<file path="config.mk">
export PLATFORM = sky130hd
export DESIGN_NAME = core_release
export DESIGN_NICKNAME = d
export VERILOG_FILES = /design/src/verilog/core_release.sv
export SDC_FILE = /design/constraint.sdc
export NUM_CORES = 1
export LEC_CHECK = 0
export BUFFER_PORTS_ARGS = -buffer_cell sky130_fd_sc_hd__buf_2
export CORE_MARGIN = 2
export CORE_UTILIZATION = 40
export CTS_BUF_LIST = sky130_fd_sc_hd__clkbuf_2 sky130_fd_sc_hd__clkbuf_4 sky130_fd_sc_hd__clkbuf_8
export DETAILED_ROUTE_END_ITERATION = 12
export PLACE_DENSITY = 0.69
export SETUP_SLACK_MARGIN = 0.02
export SYNTH_ARGS = -nofsm -noshare
export SYNTH_HDL_FRONTEND = slang
export SYNTH_SLANG_ARGS = --single-unit
</file>
<file path="constraint.sdc">
create_clock -name clk -period 4.23 [get_ports clk]
set_clock_uncertainty 0.15 [all_clocks]
set_input_delay 0.423 -clock clk [delete_from_list [all_inputs] [get_ports clk]]
set_output_delay 0.423 -clock clk [all_outputs]
set_load 0.02 [all_outputs]
</file>
<file path="src/verilog/core_release.sv">
`timescale 1ns/100ps
`default_nettype none

module core_release #(
	parameter int NUM_CORES = 4,
	parameter int RELEASE_GAP = 14
) (
	input  wire                  clk,
	input  wire                  rst,
	output logic [NUM_CORES-1:0] core_rst
);

	localparam int GAP_W = $clog2(RELEASE_GAP + 1);
	localparam int STAGE_W = $clog2(NUM_CORES + 1);

	logic [GAP_W-1:0] gap_cnt;
	logic [STAGE_W-1:0] stage; // index of the next core to let go.
	logic gap_done;
	logic all_released;

	assign gap_done = (gap_cnt == GAP_W'(RELEASE_GAP - 1));
	assign all_released = (stage == STAGE_W'(NUM_CORES));

	always_ff @(posedge clk) begin
		if (rst) begin
			core_rst <= '1;
			gap_cnt <= '0;
			stage <= '0;
		end else if (!all_released) begin
			if (gap_done) begin
				gap_cnt <= '0;
				stage <= stage + STAGE_W'(1);
				for (int i = 0; i < NUM_CORES; i++) begin
					if (stage == STAGE_W'(i)) begin
						core_rst[i] <= 1'b0;
					end
				end
			end else begin
				gap_cnt <= gap_cnt + GAP_W'(1);
			end
		end
	end

endmodule

`default_nettype wire

</file>
==> results.md <==
- Outcome: finished, final reports clean
- Overall Global Routing Usage: 15.30%
- Total number of H-tree levels: 1
- Post-DP Area: 556.8 µm²
- Starting density of the core: 41.62%
- Antenna Violating Nets Remaining: 0
- Growth of design area from synthesis to finish: 11.14%
- Number of enable flip-flop cells after synthesis: 0
- Quantity of gates resized following cts: 0
- Maximum fanout count along the critical path: 6
- Most common flop cell mapped by yosys: dfxtp_1
- Num CTS Buffers: 3
- Final hold viol count: 0
- Crit path DAT: 1790 ps
- Final HPWL DP: 643.4 µm
- Startpoint of the tightest hold check path: rst
- Post-synthesis sequential element count: 11
- Total of max-cap violations: 0
- Top area cells in the synthesized netlist: dfxtp_1 42%, ha_1 12%, o21ai_0 5.7%
- Clk buf depth: 2
- VDD IR-drop max: 0.00009921 V
- Global placer's final weighted congestion: 0.7217
- Yosys top cell by area: dfxtp_1
- Fraction of post-synthesis cell area in the top cell type by area: 41.71%
- Number of max-slew violations in the final report: 0
- Highest clock rate: 577.9 MHz
- Hold-fix buffer count after cts: 0
- Via count: 396
- Placed Cells incl. Taps: 79
- First-pass detailed-route iteration total: 4
- Sequential group share of total power: 54.6%
- Worst Setup End Kind: register
- Remaining routing DRC violations: 0
- Final worst path period share: 40.91%
- Wire length after detailed routing: 928 µm
- Synth cell types: 22
- Number of warnings issued by yosys: 0
- Post-route cell area: 586.8 µm²
- Least-Margin Pin Slew: 361.3 ps
- Dominant cell by count in the synthesized netlist: dfxtp_1
- Total power divided by cell area: 335.4 nW/µm²
- FP Rows: 13
- Pre-CTS setup slack: 2534 ps
- Clock-pin transition on the worst setup and hold timing paths: 70 ps
- Cell area after synthesis: 528.0 µm²
- Share of the core filled with cells: 46.25%
- Post-synthesis net count: 68
- Part of the power in combinational logic: 4.1%
- Final Setup Violations: 0
- Post-route insts no fill: 83
- Iteration-0 DRC Markers: 7
- Register area share after synthesis: 41.71%
- Clock sink total: 11
- Die Area: 1627 µm²
- Clk network pwr share: 41.3%
- Tmin final: 1730 ps
- Final worst-path setup slack: 2500 ps
- Antenna violations before repair: 0
- Nets: 76
- Placeable core region: 1269 µm²
- Root Buffer Master: clkbuf_4
- Leak pwr: 0.0002257 µW
- Max-slew headroom: 75.70%
- Fraction of final layout cells with drive strength greater than 1: 16.18%
- Fill count: 123
- Clock latency on the worst-skew pair: 280 ps
- Beginning of the worst register-to-register path: stage[0]
- WL/cell: 11.18 µm
- Count of input and output buffers: 5
- Number of setup buffers added after CTS: 0
- Fraction of registers with async set/reset: 0%
- DR vias/cell: 4.771
- Critical Path Start Type: register
- Clock tree from TritonCTS: built
- Net switching share of the total power: 22.92%
- Commonest cells post-synth: 11 x dfxtp_1, 8 x nand2_1, 6 x inv_1, 6 x o21ai_0, 5 x ha_1
- RSZ-0062 raised after global routing: no
- Required time worst endpoint: 4290 ps
- Global-route wire length before repair: 1511 µm
- Path class of the lowest-slack min-delay path: primary input to register
- P_sw: 45.11 µW
- Synth Area per Inst: 8.656 µm²
- Pin count of the biggest net entering global routing: 10
- Gr ovfl total: 0
- Total Negative Setup Slacks: 0 ps
- First element of the critical path: stage[0]
- Multi-input combinational cell area: 270.3 µm²
- Number of global-route vias before repair: 349
- Pint: 151.7 µW
- Number of antenna repair diodes: 0
- Sequential cell area: 220.2 µm²
- Class of the most critical setup path: register to register
- Post-synthesis cell count: 61
- Die span in y: 40.33 µm
- Die span in x: 40.33 µm
- Top-level port count: 6
## flip-flops by register name, indices dropped and copies added, names as in the netlist
signal    count
core_rst      4
gap_cnt       4
stage         3
## power by group through the flow
stage / clock network [µW] / registers (µW) / logic [µW]
floorplan: 0 / 109 / 6.54
global placement: 0 / 110 / 7.89
detailed placement: 0 / 110 / 8.06
CTS: 82.5 / 107 / 8.08
global route: 86.4 / 108 / 9.58
finish: 81.2 / 107 / 8.13
## layout by cell type, fill, tap and decap left out, types with 3 or more instances in the layout
cell type  instances
o21ai_0            6
nand2b_1           3
inv_1              6
clkbuf_4           4
a21oi_1            4
dfxtp_1           11
nand2_1            8
buf_2              5
ha_1               5
nor2_1             4
## worst paths after layout
kind                  to  slack (ps)  cells after the start
min reg2reg  core_rst[0]         320                      2
max           gap_cnt[3]        2500                      5
max reg2reg   gap_cnt[3]        2500                      5
min             stage[2]         280                      2
## per-stage QoR
| stage | power (µW) | hold WS [ps] |
|---|---|---|
| final | 196.8 | 276.3 |
| after global routing | 203.8 | 297.0 |
| after CTS | 197.9 | 278.4 |
| after detailed placement | 117.9 | 307.0 |
| after global placement | 117.7 | 299.8 |
| after floorplan | 115.9 | 317.7 |
## worst max-delay path, cell delays in order, from the launching register on
cell	delay [ps]
dfxtp_1	380
inv_1	90
ha_1	270
a21bo_1	250
or4_1	400
a21oi_1	130
## area by class of cell
type,instances,share of cell area (%)
repair buffers,5,4.264
flip-flops and latches,11,37.53
multi-input cells,42,46.06
inverters,6,3.838
well taps,15,3.198
clock buffers,4,5.117
## kinds of logic (layout without fill, tap and decap cells)
family | count (synthesis) | in the layout | synth area share (%)
compound gates | 15 | 15 | 17.06
fa+ha+maj | 5 | 5 | 11.85
buf+inv | 8 | 15 | 7.108
flops | 11 | 11 | 41.71
mux | 2 | 2 | 4.028
simple gates | 20 | 20 | 18.25
## per-layer routing
metal	track usage, %	share of wire [%]	vias up
li1	-	-	220
met1	17.67	48	161
met2	22.62	45	12
met3	5.000	3.4	3
met4	12.50	3.2	0
met5	0	0	-
Power figures use the tool's default switching activity.
