File: src/verilog/taylor_isa_pkg.sv
`default_nettype none

package taylor_isa_pkg;

	// samples, coefficients and the accumulator share this binary point.
	localparam int FRAC_BITS = 16;

	localparam int PROG_LEN = 6;
	localparam int PC_W = $clog2(PROG_LEN);
	localparam int NUM_COEF = 4;

	typedef enum logic [1:0] {
		OP_WAIT  = 2'd0, // park until the dispatcher hands over a sample.
		OP_LOADC = 2'd1, // acc = coef.
		OP_MAC   = 2'd2, // acc = acc * x + coef.
		OP_OUT   = 2'd3  // hand acc to the result stage and go back to address 0.
	} opcode_t;

	typedef logic [1:0] coef_idx_t;
	typedef logic [PC_W-1:0] pc_t;

	typedef struct packed {
		opcode_t   opcode;
		coef_idx_t coef;
	} instr_t;

	// horner form of c3*x^3 + c2*x^2 + c1*x + c0, highest term first.
	localparam instr_t PROGRAM [PROG_LEN] = '{
		'{opcode: OP_WAIT,  coef: 2'd0},
		'{opcode: OP_LOADC, coef: 2'd3},
		'{opcode: OP_MAC,   coef: 2'd2},
		'{opcode: OP_MAC,   coef: 2'd1},
		'{opcode: OP_MAC,   coef: 2'd0},
		'{opcode: OP_OUT,   coef: 2'd0}
	};

	// sine series terms, scaled by 2**FRAC_BITS.
	localparam int COEF [NUM_COEF] = '{
		0,      // c0.
		65536,  // c1 is one.
		0,      // c2.
		-10923  // c3 is -1/6, rounded to nearest.
	};

endpackage

`default_nettype wire

File: src/verilog/multicore_pkg.sv
`default_nettype none

package multicore_pkg;

	localparam int SAMPLE_W = 19; // Q2.16.
	localparam int ACC_W = 28;    // Q11.16.

	// the core field of a result is sized for this many cores.
	localparam int MAX_CORES = 32;
	localparam int CORE_IDX_W = $clog2(MAX_CORES);

	typedef logic signed [SAMPLE_W-1:0] sample_t;
	typedef logic signed [ACC_W-1:0] acc_t;
	typedef logic [CORE_IDX_W-1:0] core_idx_t;

	typedef struct packed {
		acc_t      value;
		core_idx_t core; // which core produced the value.
	} result_t;

endpackage

`default_nettype wire

File: src/verilog/core_decode.sv
`timescale 1ns/100ps
`default_nettype none

module core_decode import taylor_isa_pkg::*; (
	input  wire       clk,
	input  wire       rst,
	input  wire       grant,
	input  wire       taken,
	output logic      idle,
	output opcode_t   exec_op,
	output coef_idx_t coef_sel,
	output logic      load_sample,
	output logic      publish
);

	typedef enum logic [1:0] {
		ST_IDLE,
		ST_RUN,
		ST_HOLD
	} state_t;

	state_t state;
	pc_t pc;
	instr_t instr;

	assign instr = PROGRAM[pc];
	assign coef_sel = instr.coef;

	// only ST_RUN lets an instruction reach the execute stage.
	always_comb begin
		idle = (state == ST_IDLE);
		exec_op = OP_WAIT;
		load_sample = 1'b0;
		publish = 1'b0;
		case (state)
			ST_IDLE: begin
				load_sample = grant && (instr.opcode == OP_WAIT);
			end
			ST_RUN: begin
				exec_op = instr.opcode;
				publish = (instr.opcode == OP_OUT);
			end
			default: begin
				exec_op = OP_WAIT;
			end
		endcase
	end

	always_ff @(posedge clk) begin
		if (rst) begin
			state <= ST_IDLE;
			pc <= '0;
		end else begin
			case (state)
				ST_IDLE: begin
					if (load_sample) begin
						state <= ST_RUN;
						pc <= pc + pc_t'(1);
					end
				end
				ST_RUN: begin
					if (instr.opcode == OP_OUT) begin
						state <= ST_HOLD; // pc stays on OUT until the result is taken.
					end else begin
						pc <= pc + pc_t'(1);
					end
				end
				ST_HOLD: begin
					if (taken) begin
						state <= ST_IDLE;
						pc <= '0;
					end
				end
				default: begin
					state <= ST_IDLE;
					pc <= '0;
				end
			endcase
		end
	end

endmodule

`default_nettype wire

File: src/verilog/core_execute.sv
`timescale 1ns/100ps
`default_nettype none

module core_execute import taylor_isa_pkg::*, multicore_pkg::*; (
	input  wire            clk,
	input  wire            rst,
	input  wire opcode_t   exec_op,
	input  wire coef_idx_t coef_sel,
	input  wire            load_sample,
	input  wire sample_t   io_in,
	output acc_t           acc
);

	localparam int PROD_W = ACC_W + SAMPLE_W;

	sample_t x;
	acc_t coef;
	logic signed [PROD_W-1:0] prod;
	logic signed [PROD_W-1:0] prod_shr;
	acc_t mac_sum;

	assign coef = acc_t'(COEF[coef_sel]);

	// full width product, then floor back to Q16 and wrap into the accumulator.
	assign prod = PROD_W'(acc) * PROD_W'(x);
	assign prod_shr = prod >>> FRAC_BITS;
	assign mac_sum = acc_t'(prod_shr) + coef;

	always_ff @(posedge clk) begin
		if (load_sample) begin
			x <= io_in;
		end
	end

	always_ff @(posedge clk) begin
		if (rst) begin
			acc <= '0;
		end else begin
			case (exec_op)
				OP_LOADC: acc <= coef;
				OP_MAC:   acc <= mac_sum;
				default:  acc <= acc; // WAIT and OUT leave it alone.
			endcase
		end
	end

endmodule

`default_nettype wire

File: src/verilog/core_result.sv
`timescale 1ns/100ps
`default_nettype none

module core_result import multicore_pkg::*; (
	input  wire       clk,
	input  wire       rst,
	input  wire       publish,
	input  wire       taken,
	input  wire acc_t acc,
	output logic      done,
	output acc_t      value
);

	// done stays up for as long as the output selector leaves us waiting.
	always_ff @(posedge clk) begin
		if (rst) begin
			done <= 1'b0;
		end else if (publish) begin
			done <= 1'b1;
		end else if (taken) begin
			done <= 1'b0;
		end
	end

	always_ff @(posedge clk) begin
		if (publish) begin
			value <= acc;
		end
	end

endmodule

`default_nettype wire

File: src/verilog/taylor_core.sv
`timescale 1ns/100ps
`default_nettype none

module taylor_core import taylor_isa_pkg::*, multicore_pkg::*; (
	input  wire          clk,
	input  wire          rst,
	input  wire          grant,
	input  wire          taken,
	input  wire sample_t io_in,
	output logic         idle,
	output logic         done,
	output acc_t         value
);

	opcode_t exec_op;
	coef_idx_t coef_sel;
	logic load_sample;
	logic publish;
	acc_t acc;

	core_decode u_decode (
		.clk         (clk),
		.rst         (rst),
		.grant       (grant),
		.taken       (taken),
		.idle        (idle),
		.exec_op     (exec_op),
		.coef_sel    (coef_sel),
		.load_sample (load_sample),
		.publish     (publish)
	);

	core_execute u_execute (
		.clk         (clk),
		.rst         (rst),
		.exec_op     (exec_op),
		.coef_sel    (coef_sel),
		.load_sample (load_sample),
		.io_in       (io_in),
		.acc         (acc)
	);

	core_result u_result (
		.clk     (clk),
		.rst     (rst),
		.publish (publish),
		.taken   (taken),
		.acc     (acc),
		.done    (done),
		.value   (value)
	);

endmodule

`default_nettype wire

File: config.mk
export PLATFORM = sky130hd
export DESIGN_NAME = taylor_core
export DESIGN_NICKNAME = d
export VERILOG_FILES = /design/src/verilog/taylor_isa_pkg.sv /design/src/verilog/multicore_pkg.sv /design/src/verilog/core_decode.sv /design/src/verilog/core_execute.sv /design/src/verilog/core_result.sv /design/src/verilog/taylor_core.sv
export SDC_FILE = /design/constraint.sdc
export NUM_CORES = 1
export LEC_CHECK = 0
export ABC_CLOCK_PERIOD_IN_PS = 11100
export BUFFER_PORTS_ARGS = -buffer_cell sky130_fd_sc_hd__buf_2
export CAP_MARGIN = 5
export CORE_AREA = 3 3 252 254
export CTS_BUF_LIST = sky130_fd_sc_hd__clkbuf_4
export DETAILED_ROUTE_END_ITERATION = 10
export DIE_AREA = 0 0 255 257
export MAX_ROUTING_LAYER = met4
export SYNTH_ARGS = -nofsm -noshare
export SYNTH_HDL_FRONTEND = slang
export SYNTH_SLANG_ARGS = --single-unit
File: constraint.sdc
create_clock -name clk -period 11.1 [get_ports clk]
set_input_delay 1.11 -clock clk [delete_from_list [all_inputs] [get_ports clk]]
set_output_delay 1.11 -clock clk [all_outputs]
set_load 0.02 [all_outputs]
==> results.json, run 1 <==
{
  "drive_gt1_share_pct": 5.55,
  "avgSynthCellArea_um2": 9.46,
  "multi_input_area_um2": 17000,
  "reg2reg_setup_slack_ps": 1480,
  "path_class": "reg2reg",
  "first_iter_violations": 761,
  "cts_max_level": 3,
  "busiest_layer": "met2",
  "layout_commonest_cell": "fa_1",
  "nets": 2896,
  "drv.max_cap_violation_count": 0,
  "worstHoldPathCells": 2,
  "clockBufferDepth": 2,
  "most-common-layout-cells": "fa_1, inv_1, nand2_1",
  "cp-end-kind": "flop",
  "cp.arrival_ps": 9990,
  "place.gp.congestion": 0.869,
  "cts-root-buf": "clkbuf_4",
  "syn_area_um2": 21400,
  "slowest_delay_ps": 1020,
  "ys_seq_area_share_pct": 9.77,
  "synth_edf_count": 47,
  "ys_warn_count": 0,
  "post_cts_resized": 0,
  "core_um2": 61500,
  "ff_latch_area_um2": 2090,
  "grt_usage_pct": 17.8,
  "initial_core_util_pct": 34.8,
  "ios": 53,
  "path_clk_slew_ps": 160,
  "layout_setup_ws_ps": 1480,
  "critPathMaxFanout": 28,
  "min_to": "u_result.done",
  "cpLargestDelayFamily": "adder cells",
  "cp-start-kind": "flop",
  "fill_cells": 6210,
  "hold_viol_final": 0,
  "status": "complete, no violations",
  "cp.required_ps": 11470,
  "synth_nets": 2927,
  "slew_violations": 0,
  "die_x_um": 255,
  "min_from": "u_result.done",
  "ys_ff_latch": 81,
  "met3_usage_pct": 1.29,
  "worstMarginPinSlew_ps": 1200,
  "grt_pass1_wl_um": 89500,
  "grt_max_degree": 32,
  "drt_first_pass_iters": 5,
  "die-height_um": 257,
  "setup-violations-final": 0,
  "fmax_mhz": 104,
  "area_growth_pct": 5.49,
  "drc": 0,
  "drt_wl_total_um": 53400,
  "cts_tree": "built",
  "viasPerCell": 4.96,
  "antenna_found_initial": 2,
  "clock_sinks": 81,
  "dp_hpwl_um": 43700,
  "min_path_type": "reg2reg",
  "dp_slack_ps": 1620,
  "vias": 15000,
  "rows": 91,
  "wl_per_cell_um": 17.6,
  "max_slew_margin_pct": 20.1,
  "final.period_utilization_pct": 86.7,
  "worst-path-buf-inv": 2,
  "grtUsageMet1_pct": 22.2,
  "slowest_stage": "edfxtp_1",
  "worst_hold_slack_ps": 493,
  "synth_flop_cell": "edfxtp_1",
  "cpMostUsedCell": "fa_1",
  "final_area_um2": 22600,
  "rsz0062_at_grt": "no",
  "syn_inst": 2263,
  "reg2reg_depth": 29,
  "die-area_um2": 65500,
  "timing.rr.end": "u_execute.acc[27]",
  "finalClockSkew_ps": 36.5,
  "grt_overflow_total": 0,
  "final_antenna_net_count": 0,
  "reg2reg_from": "u_execute.x[2]",
  "grt_pass1_vias": 16600,
  "fin_tns_setup_ps": 0,
  "synthArstFlopShare_pct": 0,
  "placed_cell_area_um2": 22400,
  "numCtsBuffers": 9,
  "post_cts_buffers": 0,
  "ys_types": 74,
  "fin_crit_ps": 9620,
  "io_buffers": 52,
  "postCtsHoldBufs": 0,
  "insertion_delay_ps": 500,
  "grt_use_met2_pct": 31.4
}
## cell usage after synthesis, types with 12 or more instances
| cell type | instances | area [um^2] |
|---|---|---|
| and2_1 | 219 | 1370 |
| nor2_1 | 49 | 184 |
| dfxtp_1 | 34 | 681 |
| xor2_1 | 12 | 105 |
| nor3_1 | 15 | 75.1 |
| inv_1 | 481 | 1810 |
| edfxtp_1 | 47 | 1410 |
| xnor2_1 | 48 | 420 |
| nand2b_1 | 15 | 93.8 |
| nor2b_1 | 25 | 156 |
| a21o_1 | 19 | 143 |
| clkbuf_1 | 116 | 435 |
| nand3_1 | 12 | 60.1 |
| nand2_1 | 315 | 1180 |
| a21oi_1 | 57 | 285 |
| ha_1 | 143 | 1790 |
| fa_1 | 498 | 9970 |
| o21ai_0 | 19 | 95.1 |
## worst max path at each step
stage,from,endpoint,slack (ps),depth (start not counted)
finish,u_execute.x[2],u_execute.acc[27],1480,29
global route,u_execute.x[6],u_execute.acc[27],920,28
CTS,u_execute.x[2],u_execute.acc[26],1530,28
detailed placement,u_execute.x[2],u_execute.acc[26],1620,28
global placement,u_execute.x[2],u_execute.acc[26],1800,28
floorplan,u_execute.x[10],u_execute.acc[26],2520,31
## metrics by stage
stage                     cells  util [%]
after floorplan            2263         -
after global placement     3011      36.5
after detailed placement   3011      36.5
after CTS                  3026      36.7
after global routing       3027      36.7
final                      3027      36.7
## worst min-delay path, delay by kind of cell, from the launching register on
kind | cells | cell delay (ps)
AND/OR/NAND/NOR | 1 | 60
AO/OA/AOI/OAI | 1 | 60
flip-flops | 1 | 340
## metal layers
layer	up-vias	part of all wire, %
met4	0	2.5
met5	-	0
li1	6698	-
met1	7893	42
met2	339	53
met3	80	3.5
## sequential cells by signal, indices dropped and copies added, names as in the netlist
signal,cells
u_result.value,28
u_execute.x,19
u_decode.pc,3
u_decode.state,2
u_execute.acc,28
u_result.done,1
## layout make-up
| type | instances | share of cell area [%] |
|---|---|---|
| Antenna cell | 1 | 0.0111 |
| Clock buffer | 9 | 0.299 |
| Tap cell | 790 | 4.38 |
| Inverter | 481 | 8.00 |
| Timing Repair Buffer | 82 | 2.15 |
| Sequential cell | 81 | 9.26 |
| Multi-Input combinational cell | 1577 | 75.5 |
| Clock inverter | 6 | 0.410 |
## logic make-up after synthesis
kind of cell | synth area share, %
simple gates | 16.2
fa+ha+maj | 54.9
buf+inv | 10.6
compound gates | 5.83
flops | 9.77
xor+xnor | 2.53
mux | 0.146
Power of run 1 is left out: the tool's default activity adds up to more than one toggle a clock period on the data nets, which glitch-free logic cannot reach.
==> inputs of run 2 (changes only) <==
--- a/config.mk
+++ b/config.mk
@@ -5,7 +5,7 @@
 export SDC_FILE = /design/constraint.sdc
 export NUM_CORES = 1
 export LEC_CHECK = 0
-export ABC_CLOCK_PERIOD_IN_PS = 11100
+export ABC_CLOCK_PERIOD_IN_PS = 12200
 export BUFFER_PORTS_ARGS = -buffer_cell sky130_fd_sc_hd__buf_2
 export CAP_MARGIN = 5
 export CORE_AREA = 3 3 252 254
==> constraint.sdc (replaced) <==
create_clock -name clk -period 12.2 [get_ports clk]
set_input_delay 1.22 -clock clk [delete_from_list [all_inputs] [get_ports clk]]
set_output_delay 1.22 -clock clk [all_outputs]
set_load 0.02 [all_outputs]
==> results.json, run 2 (synthesis gave the netlist of run 1 again) <==
{
  "status": "complete, no violations",
  "most-common-layout-cells": "fa_1, inv_1, nand2_1",
  "max_slew_margin_pct": 16.6,
  "core_um2": 61500,
  "rsz0062_at_grt": "no",
  "hold_viol_final": 0,
  "largestRegisters": "u_execute.acc (28), u_result.value (28), u_execute.x (19)",
  "min_path_type": "reg2reg",
  "insertion_delay_ps": 500,
  "min_to": "u_result.value[11]",
  "layout_commonest_cell": "fa_1",
  "grt_max_degree": 32,
  "placed_cell_area_um2": 22400,
  "io_buffers": 52,
  "slowest_delay_ps": 1210,
  "grt_pass1_wl_um": 89300,
  "place_inst": 3014,
  "area_growth_pct": 5.66,
  "dp_hpwl_um": 43400,
  "cts_max_level": 3,
  "reg2reg_depth": 28,
  "reg2reg_from": "u_execute.x[4]",
  "vias": 15100,
  "nets": 2899,
  "min_from": "u_execute.acc[11]",
  "die-area_um2": 65500,
  "ios": 53,
  "drt_wl_total_um": 53300,
  "worstHoldPathCells": 0,
  "drive_gt1_share_pct": 5.76,
  "numCtsBuffers": 9,
  "cp-end-kind": "flop",
  "drv.max_cap_violation_count": 0,
  "layoutNonFillerInstCount": 3031,
  "reg2reg_setup_slack_ps": 2360,
  "viasPerCell": 4.97,
  "cts_tree": "built",
  "initial_core_util_pct": 34.8,
  "die_x_um": 255,
  "final.period_utilization_pct": 80.6,
  "worstMarginPinSlew_ps": 1250,
  "cpMostUsedCell": "fa_1",
  "finalClockSkew_ps": 29.6,
  "final_antenna_net_count": 0,
  "antenna_found_initial": 1,
  "grt_usage_pct": 17.7,
  "slowest_stage": "edfxtp_1",
  "cts-root-buf": "clkbuf_4",
  "cp-start-kind": "flop",
  "path_clk_slew_ps": 160,
  "grt_pass1_vias": 16600,
  "path_class": "reg2reg",
  "fin_tns_setup_ps": 0,
  "fin_crit_ps": 9840,
  "postCtsHoldBufs": 0,
  "wl_per_cell_um": 17.6,
  "grt_overflow_total": 0,
  "die-height_um": 257,
  "clockBufferDepth": 2,
  "setup-violations-final": 0,
  "first_iter_violations": 667,
  "fmax_mhz": 102,
  "place.gp.congestion": 0.872,
  "timing.rr.end": "u_execute.acc[27]",
  "fill_cells": 6245,
  "drc": 0,
  "cp.arrival_ps": 10270,
  "post_cts_buffers": 0,
  "critPathMaxFanout": 28,
  "drt_first_pass_iters": 5,
  "rows": 91,
  "slew_violations": 0,
  "final_area_um2": 22600,
  "post_cts_resized": 0,
  "clock_sinks": 81,
  "cp.required_ps": 12630
}
==> run 2: cell count changes in the layout (fill, tap and decap cells not counted), sizes merged <==
cell / before / now
buf: 82 / 85
inv: 482 / 485
clkinv: 3 / 1
==> run 2: worst max-delay path by stage <==
stage / start / to / slack, ps / cells past startpoint
after floorplan: u_execute.x[10] / u_execute.acc[26] / 3620 / 31
after global placement: u_execute.x[4] / u_execute.acc[26] / 2760 / 27
after detailed placement: u_execute.x[4] / u_execute.acc[27] / 2610 / 28
after CTS: u_execute.x[4] / u_execute.acc[27] / 2530 / 28
after global routing: u_execute.x[4] / u_execute.acc[27] / 1820 / 28
final: u_execute.x[4] / u_execute.acc[27] / 2360 / 28
==> run 2: critical path, delay by kind of cell, from the launching register on <==
kind            cells  cell delay (ps)
compound gates     10             2560
simple gates        7             1630
flops               1             1210
fa+ha+maj           9             4190
xor+xnor            1               90
buf+inv             1               60
==> run 2: final cells by class <==
class | count | area [um^2] | area share [%]
Tap cell | 790 | 988 | 4.37
Multi-Input combinational cell | 1577 | 17000 | 75.4
Clock inverter | 7 | 106 | 0.470
Sequential cell | 81 | 2090 | 9.25
Inverter | 481 | 1810 | 7.98
Antenna cell | 1 | 2.50 | 0.0111
Timing Repair Buffer | 85 | 508 | 2.25
Clock buffer | 9 | 67.6 | 0.299
==> run 2: layer usage <==
layer,wire [um],share of wire (%),GRT usage [%]
met5,0,0,-
met1,21800,41,21.9
met3,1740,3.3,1.33
met4,1120,2.1,3.88
met2,28700,54,31.6
==> run 2: through the flow <==
step / utilization, % / hold WS (ps) / worst slack [ps]
after CTS: 36.8 / 475 / 2530
after global placement: 36.5 / 421 / 2760
after detailed placement: 36.5 / 439 / 2610
after global routing: 36.8 / 493 / 1820
after floorplan: - / 403 / 3620
final: 36.8 / 467 / 2360
Power of run 2 is left out for the same reason.
